`src/hw/isaPkg.sv`:
```
// Instruction formats and encodings for the MIPS-style integer subset
// shared by the decoder, the pipeline types and the testbench stimulus

`default_nettype none

package isaPkg;

	// register index
	// index 0 is the hardwired zero register and is never a real destination
	typedef logic [4:0] regAddrT;

	// R-type layout, used by the ALU ops and by jalr
	typedef struct packed {
		logic [5:0] opcode;
		regAddrT    rs;
		regAddrT    rt;
		regAddrT    rd;
		logic [4:0] shamt;
		logic [5:0] funct;
	} rTypeT;

	// I-type layout
	// j only uses the opcode here, its target sits across rs, rt and imm
	typedef struct packed {
		logic [5:0]  opcode;
		regAddrT     rs;
		regAddrT     rt;
		logic [15:0] imm;
	} iTypeT;

	// one fetched word, read through whichever layout its opcode calls for
	// opcode, rs and rt line up in both views
	typedef union packed {
		rTypeT r;
		iTypeT i;
	} instrT;

	// primary opcodes
	localparam logic [5:0] opRtype = 6'h00;
	localparam logic [5:0] opJ     = 6'h02;
	localparam logic [5:0] opBeq   = 6'h04;
	localparam logic [5:0] opBne   = 6'h05;
	localparam logic [5:0] opAddi  = 6'h08;
	localparam logic [5:0] opLw    = 6'h23;
	localparam logic [5:0] opSw    = 6'h2b;

	// R-type funct codes
	// jalr writes the link into rd like any other R-type op
	localparam logic [5:0] fnJalr = 6'h09;
	localparam logic [5:0] fnAdd  = 6'h20;
	localparam logic [5:0] fnSub  = 6'h22;
	localparam logic [5:0] fnAnd  = 6'h24;
	localparam logic [5:0] fnOr   = 6'h25;
	localparam logic [5:0] fnSlt  = 6'h2a;

	// all-zero word
	// decodes as sll r0, r0, 0, so it writes nothing and reads only r0
	localparam instrT nopWord = '0;

endpackage

`default_nettype wire

```
`src/hw/pipePkg.sv`:
```
// Pipeline control types passed between decoder, stage registers and hazard unit
// plus the forwarding select encoding that drives the operand muxes

`default_nettype none

package pipePkg;

	// control that follows an instruction from execute through writeback
	// rs and rt stay along so execute can pick its forwarding sources
	typedef struct packed {
		logic            regWrite;
		logic            memToReg;
		logic            memWrite;
		isaPkg::regAddrT rs;
		isaPkg::regAddrT rt;
		isaPkg::regAddrT writeReg;
	} stageCtrlT;

	// decode-stage view
	// the control-flow bits are resolved in decode and never travel further
	typedef struct packed {
		stageCtrlT stage;
		logic      branch;
		logic      jump;
		logic      jalr;
	} decodeCtrlT;

	// empty slot, identical to what a decoded nop carries minus its sources
	localparam stageCtrlT bubble = '0;

	// execute operand select
	// writeback result on 01, memory-stage ALU result on 10
	localparam logic [1:0] fwdNone = 2'b00;
	localparam logic [1:0] fwdWb   = 2'b01;
	localparam logic [1:0] fwdMem  = 2'b10;

	// everything the hazard unit hands back to the pipeline
	typedef struct packed {
		logic       forwardAD;
		logic       forwardBD;
		logic [1:0] forwardAE;
		logic [1:0] forwardBE;
		logic       stallF;
		logic       stallD;
		logic       flushD;
		logic       flushE;
	} hazardT;

endpackage

`default_nettype wire

```
`src/hw/hazardCore.sv`:
```
// Top level of the hazard-control slice of the five-stage pipeline
// fetched words go in, forwarding/stall/flush controls and the writeback strobe come out

`default_nettype none

module hazardCore (
	input  logic             clk,
	input  logic             rst,
	input  isaPkg::instrT    instrIn,
	input  logic             brTaken,
	output pipePkg::hazardT  hazard,
	output logic             wbWrite,
	output isaPkg::regAddrT  wbReg
);

	// word sitting in decode
	isaPkg::instrT decInstr;
	// decoded control of that word
	pipePkg::decodeCtrlT decCtrl;
	// stage control further down the pipe
	pipePkg::stageCtrlT exCtrl;
	pipePkg::stageCtrlT memCtrl;
	pipePkg::stageCtrlT wbCtrl;

	// pipeline registers, steered by the hazard outputs
	stageRegs u_stageRegs (
		.clk      (clk),
		.rst      (rst),
		.instrIn  (instrIn),
		.decCtrl  (decCtrl),
		.hazard   (hazard),
		.decInstr (decInstr),
		.exCtrl   (exCtrl),
		.memCtrl  (memCtrl),
		.wbCtrl   (wbCtrl)
	);

	// combinational decode of the decode-stage word
	instrDecoder u_decoder (
		.instr (decInstr),
		.ctrl  (decCtrl)
	);

	// compares decode tags against the later stages
	hazardUnit u_hazard (
		.decCtrl (decCtrl),
		.brTaken (brTaken),
		.exCtrl  (exCtrl),
		.memCtrl (memCtrl),
		.wbCtrl  (wbCtrl),
		.hazard  (hazard)
	);

	// register file write port
	assign wbWrite = wbCtrl.regWrite;
	assign wbReg   = wbCtrl.writeReg;

endmodule

`default_nettype wire

```
`src/hw/hazardUnit.sv`:
```
// Hazard unit for the five-stage pipeline
// forwarding selects, load-use and branch stalls, decode and execute flushes

`default_nettype none

module hazardUnit (
	input  pipePkg::decodeCtrlT decCtrl,
	input  logic                brTaken,
	input  pipePkg::stageCtrlT  exCtrl,
	input  pipePkg::stageCtrlT  memCtrl,
	input  pipePkg::stageCtrlT  wbCtrl,
	output pipePkg::hazardT     hazard
);

	logic loadStall;
	logic branchStall;
	logic anyStall;
	// decode wants its operands now, either as a branch compare or a jalr target
	logic decRead;

	// execute operand source, memory stage has the newer value
	function automatic logic [1:0] exSelect(
		input isaPkg::regAddrT    src,
		input pipePkg::stageCtrlT mem,
		input pipePkg::stageCtrlT wb
	);
		logic [1:0] sel;
		if ((src != '0) && (src == mem.writeReg) && mem.regWrite) begin
			sel = pipePkg::fwdMem;
		end else if ((src != '0) && (src == wb.writeReg) && wb.regWrite) begin
			sel = pipePkg::fwdWb;
		end else begin
			sel = pipePkg::fwdNone;
		end
		return sel;
	endfunction

	// destination matches either decode source
	function automatic logic readsDest(
		input isaPkg::regAddrT dest,
		input isaPkg::regAddrT rs,
		input isaPkg::regAddrT rt
	);
		return (dest == rs) || (dest == rt);
	endfunction

	assign decRead = decCtrl.branch | decCtrl.jalr;

	always_comb begin
		// execute bypass, both operands
		hazard.forwardAE = exSelect(exCtrl.rs, memCtrl, wbCtrl);
		hazard.forwardBE = exSelect(exCtrl.rt, memCtrl, wbCtrl);

		// decode bypass only from memory
		// writeback is covered by the register file writing in the first half
		hazard.forwardAD = (decCtrl.stage.rs != '0) && memCtrl.regWrite &&
			(decCtrl.stage.rs == memCtrl.writeReg);
		hazard.forwardBD = (decCtrl.stage.rt != '0) && memCtrl.regWrite &&
			(decCtrl.stage.rt == memCtrl.writeReg);

		// load in execute feeding the next op, data not ready until writeback
		loadStall = exCtrl.memToReg &&
			readsDest(exCtrl.writeReg, decCtrl.stage.rs, decCtrl.stage.rt);

		// decode compare needs a result that is still in flight
		// ALU result in execute, or load data in memory
		branchStall = decRead && (
			(exCtrl.regWrite &&
				readsDest(exCtrl.writeReg, decCtrl.stage.rs, decCtrl.stage.rt)) ||
			(memCtrl.memToReg &&
				readsDest(memCtrl.writeReg, decCtrl.stage.rs, decCtrl.stage.rt)));

		anyStall = loadStall | branchStall;

		// hold fetch and decode, push a bubble into execute
		hazard.stallF = anyStall;
		hazard.stallD = anyStall;
		hazard.flushE = anyStall;

		// brTaken is not trusted while the compare is still waiting on data
		// j redirects unconditionally
		hazard.flushD = (brTaken & ~branchStall) | decCtrl.jump |
			(decCtrl.jalr & ~branchStall);
	end

	// 2'b11 has no source on the operand muxes
	fwdLegal: assert property (
		@(hazard) (hazard.forwardAE !== 2'b11) && (hazard.forwardBE !== 2'b11)
	);

	// stage registers rely on the bubble going in whenever decode holds
	stallFlushPair: assert property (
		@(hazard) hazard.flushE === hazard.stallD
	);

endmodule

`default_nettype wire

```
`src/hw/instrDecoder.sv`:
```
// Decode-stage control decoder
// turns the word held in the decode register into the control struct for that stage

`default_nettype none

module instrDecoder (
	input  isaPkg::instrT       instr,
	output pipePkg::decodeCtrlT ctrl
);

	// opcode sits in the same bits of both layouts
	logic [5:0] opcode;

	assign opcode = instr.r.opcode;

	always_comb begin
		ctrl = '0;
		// sources taken from the word even for ops that never read them
		// the hazard unit still compares them, like the original pipeline
		ctrl.stage.rs = instr.i.rs;
		ctrl.stage.rt = instr.i.rt;

		case (opcode)
			isaPkg::opRtype: begin
				// ALU op or jalr, result goes to rd
				ctrl.stage.rs       = instr.r.rs;
				ctrl.stage.rt       = instr.r.rt;
				ctrl.stage.writeReg = instr.r.rd;
				ctrl.stage.regWrite = 1'b1;
				// jalr reads rs in decode for its target
				ctrl.jalr = (instr.r.funct == isaPkg::fnJalr);
			end
			isaPkg::opAddi: begin
				// immediate op writes rt
				ctrl.stage.writeReg = instr.i.rt;
				ctrl.stage.regWrite = 1'b1;
			end
			isaPkg::opLw: begin
				// load result only exists after memory
				ctrl.stage.writeReg = instr.i.rt;
				ctrl.stage.regWrite = 1'b1;
				ctrl.stage.memToReg = 1'b1;
			end
			isaPkg::opSw: begin
				// store reads rt as data, writes no register
				ctrl.stage.memWrite = 1'b1;
			end
			isaPkg::opBeq, isaPkg::opBne: begin
				// compare happens in decode, outcome comes back as brTaken
				ctrl.branch = 1'b1;
			end
			isaPkg::opJ: begin
				ctrl.jump = 1'b1;
			end
			default: begin
				// unknown opcode
				// only the source fields survive, the slot acts as a bubble
				ctrl.stage.writeReg = '0;
			end
		endcase

		// a write to r0 is dropped here
		// nopWord lands in this case too, being sll into r0
		if (ctrl.stage.writeReg == '0) begin
			ctrl.stage.regWrite = 1'b0;
		end
	end

endmodule

`default_nettype wire

```
`src/hw/stageRegs.sv`:
```
// Pipeline registers of the hazard core
// decode holds the raw word, execute/memory/writeback hold decoded stage control

`default_nettype none

module stageRegs (
	input  logic                clk,
	input  logic                rst,
	input  isaPkg::instrT       instrIn,
	input  pipePkg::decodeCtrlT decCtrl,
	input  pipePkg::hazardT     hazard,
	output isaPkg::instrT       decInstr,
	output pipePkg::stageCtrlT  exCtrl,
	output pipePkg::stageCtrlT  memCtrl,
	output pipePkg::stageCtrlT  wbCtrl
);

	// decode register
	// stall wins over flush, so a stalled branch keeps its slot
	always_ff @(posedge clk) begin
		if (rst) begin
			decInstr <= isaPkg::nopWord;
		end else if (hazard.stallD) begin
			decInstr <= decInstr;
		end else if (hazard.flushD) begin
			// squashed fetch slot turns into a nop
			decInstr <= isaPkg::nopWord;
		end else begin
			decInstr <= instrIn;
		end
	end

	// execute register
	// flushE rises together with stallD, so the held decode slot
	// is not copied forward twice
	always_ff @(posedge clk) begin
		if (rst) begin
			exCtrl <= pipePkg::bubble;
		end else if (hazard.flushE) begin
			exCtrl <= pipePkg::bubble;
		end else begin
			exCtrl <= decCtrl.stage;
		end
	end

	// memory and writeback never stall or flush
	always_ff @(posedge clk) begin
		if (rst) begin
			memCtrl <= pipePkg::bubble;
			wbCtrl  <= pipePkg::bubble;
		end else begin
			memCtrl <= exCtrl;
			wbCtrl  <= memCtrl;
		end
	end

	// a flushed execute slot must not write anything later on
	exBubble: assert property (
		@(posedge clk) disable iff (rst)
		hazard.flushE |=> !exCtrl.regWrite
	);

	// decoder drops r0 writes
	// nothing that reaches writeback may strobe register 0
	wbNoZero: assert property (
		@(posedge clk) disable iff (rst)
		wbCtrl.regWrite |-> (wbCtrl.writeReg != '0)
	);

endmodule

`default_nettype wire

```
`config.mk`:
```
export PLATFORM = sky130hd
export DESIGN_NAME = hazardCore
export DESIGN_NICKNAME = d
export VERILOG_FILES = /design/src/hw/isaPkg.sv /design/src/hw/pipePkg.sv /design/src/hw/hazardCore.sv /design/src/hw/hazardUnit.sv /design/src/hw/instrDecoder.sv /design/src/hw/stageRegs.sv
export SDC_FILE = /design/constraint.sdc
export NUM_CORES = 1
export LEC_CHECK = 0
export ABC_AREA = 1
export CORE_ASPECT_RATIO = 1.5
export CORE_MARGIN = 2
export CORE_UTILIZATION = 65
export CTS_BUF_LIST = sky130_fd_sc_hd__clkbuf_4 sky130_fd_sc_hd__clkbuf_8
export DETAILED_ROUTE_END_ITERATION = 7
export DONT_BUFFER_PORTS = 1
export PLACE_DENSITY = 0.8
export SYNTH_ARGS = -nofsm -noshare
export SYNTH_HDL_FRONTEND = slang
export SYNTH_SLANG_ARGS = --single-unit
```
`constraint.sdc`:
```
create_clock -name clk -period 4 [get_ports clk]
set_clock_uncertainty 0.1 [all_clocks]
set_input_delay 0.2 -clock clk [delete_from_list [all_inputs] [get_ports clk]]
set_output_delay 0.2 -clock clk [all_outputs]
set_load 0.005 [all_outputs]
```
* Word-level counts from Yosys, hierarchy flattened *
Index checks and enable logic that the tools add are counted.

cells by class
  add/sub/neg operators = 0
  $mul = 0
  div/mod/pow operators = 0
  $lt $le $gt $ge = 0
  equal/unequal tests = 16
  shifts and indexed selects = 0
  muxes and demuxes = 11
  bitwise logic cells = 7
  reduce and logical (&&, ||, !) cells = 30

operator list
  cell                                                 number
  equality test 5 bit                                  10
  two-way mux 32 bit                                   1
  nonzero test 5 bit                                   4
  logical AND 1 bit                                    16
  equality test 6 x 3 -> 1 bit, second input constant  2
  equality test 6 x 4 -> 1 bit, second input constant  2
  one-hot mux 5 bit (2 select lines)                   1
  two-way mux 1 bit                                    7
  equality test 6 x 2 -> 1 bit, second input constant  1
  equality test 6 bit, second input constant           1
  zero test 6 bit                                      1
  OR reduction 2 bit                                   3
  OR reduction 3 bit                                   2
  zero test 5 bit                                      1
  two-way mux 2 bit                                    2
  bitwise OR 1 bit                                     4
  logical OR 1 bit                                     3
  bitwise AND 1 bit                                    2
  inverter 1 bit                                       1

storage, ports and cells
  flip-flop bits (word level) = 62
  bits in latches = 0
  memory bits (writable) = 0
  bits in read-only memories = 0
  bits of input ports = 35
  logic and storage cells = 75
  memories kept = 0

* Depth between registers and ports, before layout *
  depth after elaboration = 10
  depth in mapped cells = 14

* Modules after synthesis *
From an unflattened synthesis, not the netlist that was laid out.

second synthesis, totals
  cells, all modules = 518
  area, all modules = 3729.8 sq um

modules (own cells, without submodules)
  module        instances  cells an instance  area an instance (sq um)
  stageRegs     1          309                2720.1
  hazardUnit    1          157                744.5
  instrDecoder  1          52                 265.3

* Worst setup path before layout *
OpenSTA, ideal clock, no wires.

  path kind = register to output
  from = register u_stageRegs.decInstr[31] (netlist name)
  to = output port hazard[0] (netlist name)
  data arrival time = 1.357 ns
  path slack = 2.343 ns
  stages on the path, launching flop included = 10
  cells stage by stage = dfxtp_1 > nor2_2 > nand3_2 > inv_2 > nand3_2 > o21ai_1 > nand2_4 > nand2_4 > buf_4 > buf_4

on the way
  longest elaborated chain between the ends = 6
  elaborated cells between the ends (all ways) = 9
  classes of those cells = 2 x eq/ne; 2 x mux; 2 x bitwise; 3 x reduce/logical

ends and longest elaborated chain
  what                          line                source
  from (decl)                   stageRegs.sv:12     output isaPkg::instrT decInstr,
  from (signal assigned)        stageRegs.sv:22     decInstr <= isaPkg::nopWord;
  from (signal assigned)        stageRegs.sv:24     decInstr <= decInstr;
  from (signal assigned)        stageRegs.sv:27     decInstr <= isaPkg::nopWord;
  equality test 6 x 3 -> 1 bit  instrDecoder.sv:23  case (opcode)
  OR reduction 2 bit            instrDecoder.sv:23
  two-way mux 1 bit             instrDecoder.sv:23
  bitwise OR 1 bit (*)          hazardUnit.sv:47    assign decRead = decCtrl.branch | decCtrl.jalr;
  logical AND 1 bit (*)         hazardUnit.sv:67    branchStall = decRead && (
  bitwise OR 1 bit (*)          hazardUnit.sv:73    anyStall = loadStall | branchStall;
  to (decl)                     hazardCore.sv:11    output pipePkg::hazardT hazard,

Mark *: on every way between the ends. The rest lies on a longest branch, timed or not.

==> metrics.txt <==
CP max-delay cell=nand2_4; Slew headroom=56.4%; Clock Latency Late Sink=0.33 ns; crit end category=output port; 1st-iter DRT viols=94; CTS buffer count=9; number of diodes=0; Post-CTS Setup Inserts=0; placed insts=468; largest family of logic cells by synthesized area=simple AND/OR/NAND/NOR gates; CP delay by family, top=simple AND/OR/NAND/NOR gates; I/O Pins=51; Via Count=2667; CP bufs+invs=1; status=finished, final reports clean; HP Class=primary input to flip-flop; #FFs+latches synth=57; slowest stage delay, CP=0.47 ns; Layout Nets=467; Core Area=4500 um2; drt first pass iters=4; remaining global-route overflow=0; synthesized area=3030 um2; first-pass GRT wire length=11000 um; setup TNS=0 ns; Critical Path RT=3.70 ns; post-synth net total=473; worst vdd ir=223 uV; CTS tree=done; Via density=5.50; final period utilization=60.9%; DRT Wirelength=6640 um; MaxCap Viol Count=0; Post-Synthesis Cells=438; most common cell after layout, fill and taps aside=inv_1; Worst path depth=8; crit-path most repeated cell=nand2_1; CP Max Fanout=30; Antenna Nets Post-Route=0; multiplexer area fraction after synthesis=0%; Tot GR Track Use=28.0%; Synth cell types=37; PwrDens=398 nW/um2; Worst EP arrival=2.14 ns; Synth Area in Compound Gates=17.1%; setup violators final=0; commonest cells after routing, fill and taps aside=inv_1, nand2_1, dfxtp_1, nor2_1, a21oi_1; layout cells sized above 1=9.38%; wire per inst=13.7 um; RSZ-0062 raised after global routing=false; Max Slew Vio Count=0; clk slew on worst S/H paths=0.06 ns; H-tree lvl count=3; Setup CP Type=flip-flop to output port; Port Buffers=0; sequential area share after synthesis=37.7%; simple-gate area share of the yosys netlist=22.8%; clock net sink count=57; max frequency=0.411 GHz; YS warnings=0; Finished Layout Cells=485; RePlAce Congestion=0.868; Die X=59.7 um; vias in the first global route=2522; Final min period=2.44 ns; Longest Clk Path Bufs=2; root buf cell=clkbuf_8; largest net degree at the start of global routing=41; Area Growth Syn to Fin=5.25%; worst r2r path cells=11; Die Height=87.6 um; # rows=30; LEAKAGE=1.61 nW; die area=5230 um2; Hold Fails Final Rpt=0; adder-cell area share of the yosys netlist=0%; critical-path cell list=inv_2 > nand2_1 > nand2_1 > nor2_1 > nand3_1 > nand2_1 > nand2_1 > nand2_4; syn avg cell area=6.91 um2; antenna violations before repair=0; DRC viols=0; XOR/XNOR Fraction of Synth Area=4.63%; Worst-Margin Slew=0.653 ns; critical path startpoint category=flip-flop; Hold Crit Depth=4; placed wire-length estimate=4670 um; starting density of the core=67.2%; # fillers=377
-- per-stage QoR --
stage	hold slack [ns]	area [um2]	setup WS (ns)	utilization [%]	power [W]
finish	0.0262	3190	1.56	70.8	0.00127
global route	0.0521	3190	1.37	70.8	0.00132
CTS	0.0228	3190	1.57	70.8	0.00127
detailed placement	0.178	2970	1.80	65.9	0.000754
global placement	0.177	2970	1.81	65.9	0.000749
floorplan	0.303	3030	2.34	-	0.000732
-- cell type report --
class                   count  area (um2)  share of cell area (%)
multi-input cells         253        1350                    42.3
flip-flops and latches     57        1140                    35.8
inverters                 108         405                    12.7
clock buffers              14         186                    5.85
well taps                  48        60.1                    1.88
repair buffers              3        35.0                    1.10
clock inverters             2        10.0                   0.314
-- state kept, by name, summed over array words and instances (netlist names) --
signal                flops
u_stageRegs.decInstr     27
u_stageRegs.exCtrl       17
u_stageRegs.memCtrl       7
u_stageRegs.wbCtrl        6
-- path summary, 6_finish.rpt --
kind	startpoint	end	slack, ns
max reg2reg	u_stageRegs.decInstr[17]	u_stageRegs.decInstr[21]	1.77
min reg2reg	u_stageRegs.exCtrl[16]	u_stageRegs.memCtrl[16]	0.32
min	instrIn[27]	u_stageRegs.decInstr[27]	0.03
max	u_stageRegs.decInstr[17]	hazard[3]	1.56
-- what timing repair did --
item	4_1_cts	5_1_grt
resized for setup	0	0
hold buffers	1	0
hold endpoints to repair	40	0
-- logic make-up (layout without fill, tap and decap cells) --
| family | after synthesis | in the layout |
|---|---|---|
| XOR/XNOR | 16 | 16 |
| flip-flops | 57 | 57 |
| buffers and inverters | 128 | 127 |
| AND/OR/NAND/NOR | 162 | 162 |
| AO/OA/AOI/OAI | 75 | 75 |
-- cell usage after synthesis --
master     count  area, um2
nor2_2         2       12.5
a211o_1        1       8.76
a211oi_1       1       7.51
nand3_1        6       30.0
buf_1          1       3.75
xnor2_1       11       96.3
buf_4          7       52.6
o311ai_0       7       61.3
xor2_1         5       43.8
o21ai_1        1       5.00
o21ai_0        4       20.0
clkbuf_1       5       18.8
buf_2          3       15.0
and3_1         2       12.5
nor2_1        52        195
nand2_4        2       22.5
a31oi_1        1       6.26
buf_6          2       22.5
inv_2         13       48.8
a221oi_1       2       17.5
o2111ai_1      3       26.3
clkbuf_2       1       5.00
nor4_1         1       6.26
nand2_1       84        315
nand4_1        3       18.8
a22oi_1        1       7.51
o22ai_1        4       25.0
dfxtp_1       57       1140
nand2_2        2       12.5
nand3_2        2       20.0
buf_8          1       15.0
nor3_1         5       25.0
o311ai_1      20        175
inv_1         95        357
a311oi_1       2       17.5
a21oi_1       28        140
nand3b_4       1       20.0
-- tightest hold or removal path: stages --
cell	delay, ns
inv_1	0.03
o311ai_1	0.09
nand2_1	0.07
inv_1	0.03
-- where the power goes --
| part | total [W] | switching, W | internal [W] |
|---|---|---|---|
| Clock | 0.000520 | 0.000222 | 0.000298 |
| Sequential | 0.000608 | 0.0000184 | 0.000589 |
| Combinational | 0.000142 | 0.0000886 | 0.0000539 |
-- per-layer routing --
metal  GRT usage, %  share of wire [%]
met1           30.0                 37
met2           50.1                 54
met3           6.20                5.2
met4           14.1                3.0
met5              0                  0
(Power assumes the default switching activity.)
